### src/hw/clf_types_pkg.sv
`default_nettype none

package clf_types_pkg;

    // Dimensions
    localparam int NUM_FEATURES = 8;
    localparam int NUM_CLASSES = 6;
    localparam int NUM_RANKED = 3;

    // Data widths
    localparam int FEATURE_W = 24;
    localparam int WEIGHT_W = 16;
    localparam int LOGIT_W = 32;
    localparam int CLASS_W = 5;     // Alphabet-sized class number
    localparam int FEAT_IDX_W = $clog2(NUM_FEATURES);

    typedef logic signed [FEATURE_W-1:0] feature_t;
    typedef logic [NUM_FEATURES*FEATURE_W-1:0] feature_vec_t;
    typedef logic signed [WEIGHT_W-1:0] weight_t;
    typedef logic signed [LOGIT_W-1:0] logit_t;
    typedef logic [CLASS_W-1:0] class_idx_t;
    typedef logic [FEAT_IDX_W-1:0] feat_idx_t;

    // Empty ranking slot
    localparam logit_t LOGIT_MIN = {1'b1, {(LOGIT_W-1){1'b0}}};
    localparam class_idx_t CHAR_NONE = '1;

endpackage

`default_nettype wire

### src/hw/clf_regmap_pkg.sv
`default_nettype none

package clf_regmap_pkg;

    // Per class: NUM_FEATURES weights, then the bias
    localparam int ENTRIES_PER_CLASS = clf_types_pkg::NUM_FEATURES + 1;
    localparam int BIAS_OFFSET = clf_types_pkg::NUM_FEATURES;
    localparam int BANK_DEPTH = ENTRIES_PER_CLASS * clf_types_pkg::NUM_CLASSES;

    typedef logic [$clog2(BANK_DEPTH)-1:0] bank_addr_t;

    typedef enum logic [2:0] {
        ST_IDLE,
        ST_MAC,
        ST_BIAS,
        ST_RANK,
        ST_DONE
    } ctrl_state_t;

endpackage

`default_nettype wire

### src/hw/char_classifier.sv
`default_nettype none

module char_classifier (
    input  logic                        i_clk,
    input  logic                        i_rst_n,
    input  logic                        i_wr_req,
    input  clf_regmap_pkg::bank_addr_t  i_wr_addr,
    input  clf_types_pkg::weight_t      i_wr_data,
    output logic                        o_wr_ack,
    input  logic                        i_cls_req,
    input  clf_types_pkg::feature_vec_t i_features,
    output logic                        o_cls_ack,
    output clf_types_pkg::class_idx_t   o_char  [clf_types_pkg::NUM_RANKED],
    output clf_types_pkg::logit_t       o_logit [clf_types_pkg::NUM_RANKED]
);

    logic                      busy;
    clf_types_pkg::class_idx_t rd_class;
    clf_types_pkg::feat_idx_t  rd_feat;
    clf_types_pkg::weight_t    rd_weight;
    clf_types_pkg::weight_t    rd_bias;
    clf_types_pkg::feature_t   feature;
    clf_types_pkg::logit_t     mac_logit;
    logic                      mac_clear;
    logic                      mac_step;
    logic                      bias_add;
    logic                      rank_clear;
    logic                      rank_insert;

    weight_bank u_weight_bank (
        .i_clk      (i_clk),
        .i_rst_n    (i_rst_n),
        .i_wr_req   (i_wr_req),
        .i_wr_addr  (i_wr_addr),
        .i_wr_data  (i_wr_data),
        .o_wr_ack   (o_wr_ack),
        .i_busy     (busy),
        .i_rd_class (rd_class),
        .i_rd_feat  (rd_feat),
        .o_rd_weight(rd_weight),
        .o_rd_bias  (rd_bias)
    );

    classify_ctrl u_classify_ctrl (
        .i_clk        (i_clk),
        .i_rst_n      (i_rst_n),
        .i_cls_req    (i_cls_req),
        .o_cls_ack    (o_cls_ack),
        .i_features   (i_features),
        .o_busy       (busy),
        .o_class      (rd_class),
        .o_feat       (rd_feat),
        .o_feature    (feature),
        .o_mac_clear  (mac_clear),
        .o_mac_step   (mac_step),
        .o_bias_add   (bias_add),
        .o_rank_clear (rank_clear),
        .o_rank_insert(rank_insert)
    );

    dense_mac u_dense_mac (
        .i_clk     (i_clk),
        .i_rst_n   (i_rst_n),
        .i_clear   (mac_clear),
        .i_step    (mac_step),
        .i_bias_add(bias_add),
        .i_weight  (rd_weight),
        .i_bias    (rd_bias),
        .i_feature (feature),
        .o_logit   (mac_logit)
    );

    // Class index still holds the class of the logit being inserted
    top3_rank u_top3_rank (
        .i_clk   (i_clk),
        .i_rst_n (i_rst_n),
        .i_clear (rank_clear),
        .i_insert(rank_insert),
        .i_class (rd_class),
        .i_logit (mac_logit),
        .o_char  (o_char),
        .o_logit (o_logit)
    );

endmodule

`default_nettype wire

### src/hw/classify_ctrl.sv
`default_nettype none

module classify_ctrl (
    input  logic                        i_clk,
    input  logic                        i_rst_n,
    input  logic                        i_cls_req,
    output logic                        o_cls_ack,
    input  clf_types_pkg::feature_vec_t i_features,
    output logic                        o_busy,
    output clf_types_pkg::class_idx_t   o_class,
    output clf_types_pkg::feat_idx_t    o_feat,
    output clf_types_pkg::feature_t     o_feature,
    output logic                        o_mac_clear,
    output logic                        o_mac_step,
    output logic                        o_bias_add,
    output logic                        o_rank_clear,
    output logic                        o_rank_insert
);

    clf_regmap_pkg::ctrl_state_t state;
    clf_types_pkg::class_idx_t   class_cnt;
    clf_types_pkg::feat_idx_t    feat_cnt;

    assign o_busy = (state != clf_regmap_pkg::ST_IDLE);

    // All strobes and read indices leave on flops, one cycle behind the state
    always_ff @(posedge i_clk or negedge i_rst_n) begin
        if (!i_rst_n) begin
            state <= clf_regmap_pkg::ST_IDLE;
            class_cnt <= '0;
            feat_cnt <= '0;
            o_cls_ack <= 1'b0;
            o_class <= '0;
            o_feat <= '0;
            o_feature <= '0;
            o_mac_clear <= 1'b0;
            o_mac_step <= 1'b0;
            o_bias_add <= 1'b0;
            o_rank_clear <= 1'b0;
            o_rank_insert <= 1'b0;
        end else begin
            o_mac_clear <= 1'b0;
            o_mac_step <= 1'b0;
            o_bias_add <= 1'b0;
            o_rank_clear <= 1'b0;
            o_rank_insert <= 1'b0;

            case (state)
                clf_regmap_pkg::ST_IDLE: begin
                    if (i_cls_req) begin
                        o_mac_clear <= 1'b1;
                        o_rank_clear <= 1'b1;
                        class_cnt <= '0;
                        feat_cnt <= '0;
                        state <= clf_regmap_pkg::ST_MAC;
                    end
                end
                clf_regmap_pkg::ST_MAC: begin
                    o_mac_step <= 1'b1;
                    o_class <= class_cnt;
                    o_feat <= feat_cnt;
                    o_feature <= i_features[feat_cnt*clf_types_pkg::FEATURE_W +:
                                            clf_types_pkg::FEATURE_W];
                    feat_cnt <= feat_cnt + 1'b1;   // Wraps to 0 for the next class
                    if (feat_cnt == clf_types_pkg::NUM_FEATURES - 1) begin
                        state <= clf_regmap_pkg::ST_BIAS;
                    end
                end
                clf_regmap_pkg::ST_BIAS: begin
                    o_bias_add <= 1'b1;
                    state <= clf_regmap_pkg::ST_RANK;
                end
                clf_regmap_pkg::ST_RANK: begin
                    // Insert samples the finished logit while the MAC clears
                    o_rank_insert <= 1'b1;
                    o_mac_clear <= 1'b1;
                    if (class_cnt == clf_types_pkg::NUM_CLASSES - 1) begin
                        state <= clf_regmap_pkg::ST_DONE;
                    end else begin
                        class_cnt <= class_cnt + 1'b1;
                        state <= clf_regmap_pkg::ST_MAC;
                    end
                end
                clf_regmap_pkg::ST_DONE: begin
                    if (o_cls_ack) begin
                        if (!i_cls_req) begin
                            o_cls_ack <= 1'b0;
                            state <= clf_regmap_pkg::ST_IDLE;
                        end
                    end else if (!o_rank_insert) begin
                        o_cls_ack <= 1'b1;          // Last insert has landed
                    end
                end
                default: state <= clf_regmap_pkg::ST_IDLE;
            endcase
        end
    end

endmodule

`default_nettype wire

### src/hw/dense_mac.sv
`default_nettype none

module dense_mac (
    input  logic                    i_clk,
    input  logic                    i_rst_n,
    input  logic                    i_clear,
    input  logic                    i_step,
    input  logic                    i_bias_add,
    input  clf_types_pkg::weight_t  i_weight,
    input  clf_types_pkg::weight_t  i_bias,
    input  clf_types_pkg::feature_t i_feature,
    output clf_types_pkg::logit_t   o_logit
);

    localparam int PROD_W = clf_types_pkg::WEIGHT_W + clf_types_pkg::FEATURE_W;

    logic signed [PROD_W-1:0] product;
    clf_types_pkg::logit_t    term;
    clf_types_pkg::logit_t    bias_ext;

    // Full-width signed product, then keep the low 32 bits
    assign product = i_weight * i_feature;
    assign term = clf_types_pkg::logit_t'(product);

    assign bias_ext = clf_types_pkg::logit_t'(i_bias);  // Sign extended

    always_ff @(posedge i_clk or negedge i_rst_n) begin
        if (!i_rst_n) begin
            o_logit <= '0;
        end else if (i_clear) begin
            o_logit <= '0;
        end else if (i_step) begin
            o_logit <= o_logit + term;
        end else if (i_bias_add) begin
            o_logit <= o_logit + bias_ext;
        end
    end

endmodule

`default_nettype wire

### src/hw/top3_rank.sv
`default_nettype none

module top3_rank (
    input  logic                      i_clk,
    input  logic                      i_rst_n,
    input  logic                      i_clear,
    input  logic                      i_insert,
    input  clf_types_pkg::class_idx_t i_class,
    input  clf_types_pkg::logit_t     i_logit,
    output clf_types_pkg::class_idx_t o_char  [clf_types_pkg::NUM_RANKED],
    output clf_types_pkg::logit_t     o_logit [clf_types_pkg::NUM_RANKED]
);

    logic [clf_types_pkg::NUM_RANKED-1:0] beats;
    clf_types_pkg::class_idx_t            next_char  [clf_types_pkg::NUM_RANKED];
    clf_types_pkg::logit_t                next_logit [clf_types_pkg::NUM_RANKED];

    // Slots are descending, so beats is set from the insert point downwards
    always_comb begin
        for (int i = 0; i < clf_types_pkg::NUM_RANKED; i++) begin
            beats[i] = (i_logit > o_logit[i]);     // Strict, ties keep the older class
        end

        next_char[0] = beats[0] ? i_class : o_char[0];
        next_logit[0] = beats[0] ? i_logit : o_logit[0];

        for (int i = 1; i < clf_types_pkg::NUM_RANKED; i++) begin
            if (beats[i-1]) begin
                next_char[i] = o_char[i-1];        // Shift down
                next_logit[i] = o_logit[i-1];
            end else if (beats[i]) begin
                next_char[i] = i_class;
                next_logit[i] = i_logit;
            end else begin
                next_char[i] = o_char[i];
                next_logit[i] = o_logit[i];
            end
        end
    end

    always_ff @(posedge i_clk or negedge i_rst_n) begin
        if (!i_rst_n) begin
            for (int i = 0; i < clf_types_pkg::NUM_RANKED; i++) begin
                o_char[i] <= clf_types_pkg::CHAR_NONE;
                o_logit[i] <= clf_types_pkg::LOGIT_MIN;
            end
        end else if (i_clear) begin
            for (int i = 0; i < clf_types_pkg::NUM_RANKED; i++) begin
                o_char[i] <= clf_types_pkg::CHAR_NONE;
                o_logit[i] <= clf_types_pkg::LOGIT_MIN;
            end
        end else if (i_insert) begin
            o_char <= next_char;
            o_logit <= next_logit;
        end
    end

endmodule

`default_nettype wire

### src/hw/weight_bank.sv
`default_nettype none

module weight_bank (
    input  logic                        i_clk,
    input  logic                        i_rst_n,
    input  logic                        i_wr_req,
    input  clf_regmap_pkg::bank_addr_t  i_wr_addr,
    input  clf_types_pkg::weight_t      i_wr_data,
    output logic                        o_wr_ack,
    input  logic                        i_busy,
    input  clf_types_pkg::class_idx_t   i_rd_class,
    input  clf_types_pkg::feat_idx_t    i_rd_feat,
    output clf_types_pkg::weight_t      o_rd_weight,
    output clf_types_pkg::weight_t      o_rd_bias
);

    clf_types_pkg::weight_t     bank [clf_regmap_pkg::BANK_DEPTH];
    clf_regmap_pkg::bank_addr_t rd_base;
    clf_regmap_pkg::bank_addr_t rd_weight_addr;
    clf_regmap_pkg::bank_addr_t rd_bias_addr;
    logic                       wr_accept;

    // First entry of the selected class
    assign rd_base = clf_regmap_pkg::bank_addr_t'(i_rd_class)
                   * clf_regmap_pkg::bank_addr_t'(clf_regmap_pkg::ENTRIES_PER_CLASS);

    assign rd_weight_addr = rd_base + clf_regmap_pkg::bank_addr_t'(i_rd_feat);
    assign rd_bias_addr = rd_base + clf_regmap_pkg::bank_addr_t'(clf_regmap_pkg::BIAS_OFFSET);

    assign o_rd_weight = bank[rd_weight_addr];
    assign o_rd_bias = bank[rd_bias_addr];

    // New request, bank not in use by a run
    assign wr_accept = i_wr_req && !o_wr_ack && !i_busy;

    always_ff @(posedge i_clk or negedge i_rst_n) begin
        if (!i_rst_n) begin
            o_wr_ack <= 1'b0;
            for (int i = 0; i < clf_regmap_pkg::BANK_DEPTH; i++) begin
                bank[i] <= '0;
            end
        end else begin
            if (wr_accept) begin
                o_wr_ack <= 1'b1;
                if (i_wr_addr < clf_regmap_pkg::BANK_DEPTH) begin
                    bank[i_wr_addr] <= i_wr_data;
                end
                // Out of range addresses are acked and dropped
            end else if (!i_wr_req) begin
                o_wr_ack <= 1'b0;
            end
        end
    end

endmodule

`default_nettype wire

### config.mk
export PLATFORM = sky130hd
export DESIGN_NAME = char_classifier
export DESIGN_NICKNAME = d
export VERILOG_FILES = /design/src/hw/clf_types_pkg.sv /design/src/hw/clf_regmap_pkg.sv /design/src/hw/char_classifier.sv /design/src/hw/classify_ctrl.sv /design/src/hw/dense_mac.sv /design/src/hw/top3_rank.sv /design/src/hw/weight_bank.sv
export SDC_FILE = /design/constraint.sdc
export NUM_CORES = 2
export LEC_CHECK = 0
export BUFFER_PORTS_ARGS = -buffer_cell sky130_fd_sc_hd__buf_4
export CORE_ASPECT_RATIO = 1.1
export CORE_MARGIN = 4
export CORE_UTILIZATION = 50
export DETAILED_ROUTE_END_ITERATION = 10
export HOLD_SLACK_MARGIN = 0.15
export PLACE_DENSITY_LB_ADDON = 0.2
export SLEW_MARGIN = 15
export SYNTH_ARGS = -nofsm -noshare
export SYNTH_HDL_FRONTEND = slang
export SYNTH_SLANG_ARGS = --single-unit
### constraint.sdc
create_clock -name i_clk -period 10.9 [get_ports i_clk]
set_clock_uncertainty 0.05 [all_clocks]
set_input_delay 0 -clock i_clk [delete_from_list [all_inputs] [get_ports i_clk]]
set_output_delay 0 -clock i_clk [all_outputs]
set_load 0.01 [all_outputs]
Word-level counts from Yosys, hierarchy flattened
Index checks and enable logic that the tools add are counted.
Cells by class
  add/subtract/negate cells: 6
  multipliers: 3
  order comparisons: 8
  equal/unequal tests: 12
  shift operators: 1
  muxes and demuxes: 47
  bitwise gates (word level): 3
  reduce and logical (&&, ||, !) cells: 21
Operators with widths (number)
  $bwmux 864: 1
  $mux 32: 8
  $bmux 16 s6: 2
  $mux 96: 2
  $shiftx 192x9->24: 1
  $demux 16 s6: 1
  $gt 32x32->1: 3
  $mux 16: 5
  $mux 5: 7
  $add 32x16->32: 1
  $add 32x32->32: 1
  $mul 16x24->32: 1
  $mux 15: 2
  $ge 7x7->1 const B: 3
  $not 6->7: 3
  $mux 3: 6
  $pmux 3 s5: 1
  $reduce_bool 3->1: 4
  $pmux 5 s2: 1
  $reduce_and 2->1: 5
  $mux 1: 9
  $reduce_bool 2->1: 4
  $lt 7x1->1 const B: 1
  $add 6x3->6: 1
  19 further kinds: 28
Word-level totals
  flip-flop bits (word level): 1057
  input bits: 218
  output and inout port bits: 113
  logic and storage cells: 175

Depth between registers and ports, before layout
  depth in word-level cells: 10
  gate-level depth with buffers: 40

Modules after synthesis
A second synthesis with hierarchy kept.
Unflattened totals
  cells, all modules: 6323
  area, all modules: 73919.6 um2
By module, submodules not included
  weight_bank: instances 1, cells an instance 3353, area an instance 47722.0 um2, seq. area each 21645.8 um2
  dense_mac: instances 1, cells an instance 1771, area an instance 15426.0 um2, seq. area each 800.8 um2
  top3_rank: instances 1, cells an instance 816, area an instance 7235.7 um2, seq. area each 2800.2 um2
  classify_ctrl: instances 1, cells an instance 383, area an instance 3535.9 um2, seq. area each 1226.2 um2

Least setup slack after synthesis
No wires, ideal clock.
  path kind: flip-flop to flip-flop
  start point: register u_classify_ctrl.o_class[1]
  end point: register u_dense_mac.o_logit[31]
  arrival: 9.174 ns
  slack: 1.565 ns
  stages on the path, launching flop included: 38
  buffers on the path: 8
  period minus slack after synthesis: 9.335 ns
  cells stage by stage: dfrtp_1 clkbuf_1 inv_1 fa_1 buf_4 buf_4 buf_4 buf_6 clkbuf_1 clkbuf_1 mux4_2 mux2i_1 mux4_2 a21oi_1 clkbuf_1 and2_1 fa_1 inv_1 [... 2 more ...] inv_1 fa_1 fa_1 inv_1 fa_1 inv_1 ha_1 a21o_1 a21o_1 a21oi_1 nor2_1 a211oi_1 o21ai_0 a211oi_1 o21bai_1 a21oi_1 xnor2_1 a2111oi_2
Between the ends
  longest elaborated chain between the ends: 10
  elaborated cells between the ends (all ways): 17
Ends and longest elaborated chain
  from (decl): RTL line classify_ctrl.sv:10  | output clf_types_pkg::class_idx_t o_class,
  from (signal assigned): RTL line classify_ctrl.sv:60  | o_class <= class_cnt;
  $mul 5x4->6 (*): RTL line weight_bank.sv:25  | * clf_regmap_pkg::bank_addr_t'(clf_regmap_pkg::ENTRIES_PER_CLASS);
  $add 6x3->6 / $add 6x4->6 (equally long branches): RTL line weight_bank.sv:27, weight_bank.sv:28
  $not 6->7, on equally long branches: RTL line weight_bank.sv:30, weight_bank.sv:31
  $bmux 16 s6, on equally long branches: RTL line weight_bank.sv:30, weight_bank.sv:31
  $mux 16, on equally long branches (2 in series): RTL line weight_bank.sv:30, weight_bank.sv:31
  $mul 16x24->32 / $add 32x16->32 (equally long branches): RTL line dense_mac.sv:22, dense_mac.sv:35
  $add 32x32->32 / $mux 32 (equally long branches): RTL line dense_mac.sv:33, dense_mac.sv:34
  $mux 32 (*): RTL line dense_mac.sv:32  | end else if (i_step) begin
  $mux 32 (*): RTL line dense_mac.sv:30  | end else if (i_clear) begin
  to (signal assigned): RTL line dense_mac.sv:33  | o_logit <= o_logit + term;
  to (signal assigned): RTL line dense_mac.sv:35  | o_logit <= o_logit + bias_ext;
  to (decl): RTL line dense_mac.sv:12  | output clf_types_pkg::logit_t o_logit
Mark *: on every way between the ends. The rest lies on a longest branch, timed or not. The select of a mux whose other input is x is not followed.
A chain may end at the register's enable or synchronous reset.

Worst setup path in the final report
  start point: register u_classify_ctrl.o_class[0]
  end point: register u_dense_mac.o_logit[31]
Same word-level chain as after synthesis.

==> implementation parameters <==
Parameter                              Value

Global route
  Largest net degree at the start of global routing ... 172
  Global-route wire length before repair ... 365000 um
  Antenna violations before repair ... 12
  Total congestion overflow after global routing ... 0
  Number of global-route vias before repair ... 55070
  Total track usage ... 31.4%

Finish
  Share of layout cells above drive strength 1 ... 33.4%
  Multi-input logic area ... 43600 um^2
  Count of nets after finishing ... 7133
  Sequential cell area in the final layout ... 26500 um^2
  Post-layout util ... 57.1%
  Area growth from synthesis to final layout ... 13.2%
  Number of inserted filler cells in the final layout ... around 12000

STA
  Hold Slack ... 306 ps
  Worst setup slack after layout ... 573 ps
  Max-slew violation total from the final report ... 0
  Min Tclk post-route ... ~10000 ps
  RSZ-0062 raised after global routing ... no
  Final hold viol count ... 0
  Portion of the clock cycle consumed by the worst path in the final layout ... 94.7%
  Maximum clock frequency ... 96.8 MHz
  Setup-failing EPs final ... 0
  Worst-Margin Slew ... 1270 ps
  Remaining max-slew budget at the tightest pin ... 13.4%
  Setup total negative slack ... 0 ps

Setup path
  Cell seen most often among critical-path stages ... fa_1
  Req. time, crit path ... ~11000 ps
  Slowest Stage Delay on Critical Path ... 1070 ps
  Kind of critical path ... reg2reg
  CP Data Arrival Time ... between 10000 and 15000 ps
  Worst path slowest cell ... fa_4
  CP startpoint kind ... flop
  Type of element capturing the critical path ... flop
  Worst-path fanout max ... just over 70

Synth
  Synth Instances ... 6117
  Most numerous cell in the Yosys netlist ... dfrtp_1
  Portion of synthesized cell area occupied by the leading cell type ... 35.2%
  Largest cells by area after synthesis ... dfrtp_1 35%, mux2_2 14%, mux4_2 14%
  Cell accounting for the most synthesized area ... dfrtp_1
  Net count after synthesis ... a little under 7000
  Number of distinct library cell variants in the gate-level netlist after synthesis ... 78
  Post-synthesis sequential area ratio ... 35.9%
  Post-synthesis area per instance ... 12.1 um^2
  Top flip-flop cell by instance count after synthesis ... dfrtp_1
  Count of synthesis-stage warnings from yosys ... 0
  Synthesized flop and latch total ... around 1100
  Number of enable-type register cells in the synthesized netlist ... 0
  Async set or reset register ratio after synthesis ... 100%
  Synth cell count leaders ... 1039 x dfrtp_1, 917 x mux2_2, 531 x inv_1
  Area of the mapped netlist ... 73800 um^2

Floorplan
  Count of standard-cell rows ... 147
  Die Wd ... 374 um
  Total Die Area ... 154000 um^2
  Die span in y ... 411 um
  Starting Density ... 50.4%
  Standard cell core area ... 146000 um^2
  Number of placed I/O pins ... 331

CTS
  TritonCTS Buffers ... 113
  Clock transition at the register clock pins on the worst setup and hold paths after CTS ... 60 ps
  CTS Sinks ... 1057
  Root buf cell ... clkbuf_16
  Clock latency on the worst-skew pair ... 780 ps
  Largest buffer count on any clock path ... 3
  Post-CTS resize count ... 0
  Clock tree from TritonCTS ... done
  Depth of the CTS H-tree ... 3
  Setup bufs post-CTS ... 0

Route
  First-iteration detailed-routing DRC count ... 4704
  Number of vias after detailed routing ... 52918
  Sum of routed wire length over all layers ... 242000 um
  Average via count per standard cell ... roughly 6.3
  Antenna Nets Post-Route ... 0
  Routed length per instance ... between 20 and 30 um
  Number of design rule violations left after detail routing ... 0
  Number of optimization iterations in the first detailed-route pass ... 5

Placed design
  Number of port buffers ... 330
  Detailed-placement wirelength estimate ... 167000 um
  Worst setup slack before clock tree synthesis ... 731 ps
  Final GP Congestion ... 0.925

Hold path
  Path category of the worst min-delay check ... in2reg

Run status
  Run status ... completed

Job
  # Max-Cap Violations ... 0
[cell usage in the layout, fill, tap and decap left out, types with 33 or more instances in the layout]
master,count
mux2i_1,280
xnor2_1,56
nand2_1,446
inv_1,530
clkbuf_16,113
a21o_1,64
dlygate4sd3_1,104
a21oi_1,166
nor2_1,186
o21ai_0,124
o22ai_1,33
fa_1,330
ha_1,233
buf_4,470
o221ai_1,33
mux4_2,458
a211oi_1,117
and2_1,203
mux2_2,917
dfrtp_1,1032
[final timing paths]
path / from / end / slack, ps / depth (start not counted)
worst min register to register: u_top3_rank.o_char[12]$_DFFE_PN1P_ / u_top3_rank.o_char[12]$_DFFE_PN1P_ / 470 / 2
max in group asynchronous: i_rst_n / u_weight_bank.bank[759]$_DFFE_PN0P_ / 8590 / 5
worst max-delay path: u_classify_ctrl.o_class[0]$_DFFE_PN0P_ / u_dense_mac.o_logit[31]$_DFFE_PN0P_ / 570 / 31
min in group asynchronous: i_rst_n / u_top3_rank.o_logit[63]$_DFFE_PN1P_ / 430 / 3
worst max register to register: u_classify_ctrl.o_class[0]$_DFFE_PN0P_ / u_dense_mac.o_logit[31]$_DFFE_PN0P_ / 570 / 31
worst min-delay path: i_features[79] / u_classify_ctrl.o_feature[7]$_DFFE_PN0P_ / 310 / 5
[worst max-delay path, delay by kind of cell (launching register included)]
kind                     cells  cell delay (ps)
AO/OA/AOI/OAI               12             3390
XOR/XNOR                     1              100
multiplexers                 2              640
buffers and inverters        6              660
AND/OR/NAND/NOR              1              310
flip-flops                   1              470
adder cells (fa/ha/maj)      9             4460
[sequential cells by signal, indices dropped and copies added (netlist names)]
name                           flops
u_top3_rank.o_logit               96
u_classify_ctrl.o_mac_step         1
u_classify_ctrl.o_rank_insert      1
u_classify_ctrl.o_bias_add         1
u_classify_ctrl.o_cls_ack          1
u_classify_ctrl.class_cnt          5
u_classify_ctrl.state              3
u_classify_ctrl.o_feat             3
u_weight_bank.bank               864
u_top3_rank.o_char                15
u_weight_bank.o_wr_ack             1
u_classify_ctrl.o_class            5
u_classify_ctrl.o_mac_clear        1
u_dense_mac.o_logit               32
u_classify_ctrl.o_feature         24
u_classify_ctrl.feat_cnt           3
u_classify_ctrl.o_rank_clear       1
[what timing repair did]
| action | in CTS | in global routing |
|---|---|---|
| hold endpoints to repair | 1476 | 0 |
| hold buffers | 105 | 0 |
| endpoints found under the setup margin | 0 | 0 |
[logic make-up after synthesis]
group	after synthesis	synth area share [%]
xor+xnor	85	1.07
compound gates	708	6.36
fa+ha+maj	566	13.0
simple gates	1035	6.54
flops	1057	35.9
mux	1655	31.8
buf+inv	1011	5.46
[area by class of cell]
| class | instances | area share, % |
|---|---|---|
| Inverter | 533 | 2.39 |
| Sequential cell | 1057 | 31.7 |
| Tap cell | 1937 | 2.90 |
| Timing Repair Buffer | 595 | 5.97 |
| Clock buffer | 159 | 3.94 |
| Antenna cell | 5 | 0.0150 |
| Clock inverter | 52 | 0.921 |
| Multi-Input combinational cell | 4049 | 52.2 |
[through the flow]
stage,instances,area [um^2]
floorplan,6117,73800
global placement,8066,78400
detailed placement,8066,78400
CTS,8382,83500
global route,8383,83600
finish,8387,83600
[layer usage]
| metal | track usage [%] | wire, um |
|---|---|---|
| met1 | 41.7 | 97500 |
| met2 | 50.4 | 115000 |
| met3 | 5.79 | 16900 |
| met4 | 14.7 | 12600 |
| met5 | 0 | 58 |
Power is left out: the tool's default activity adds up to more than one toggle a clock period on the data nets, which glitch-free logic cannot reach.
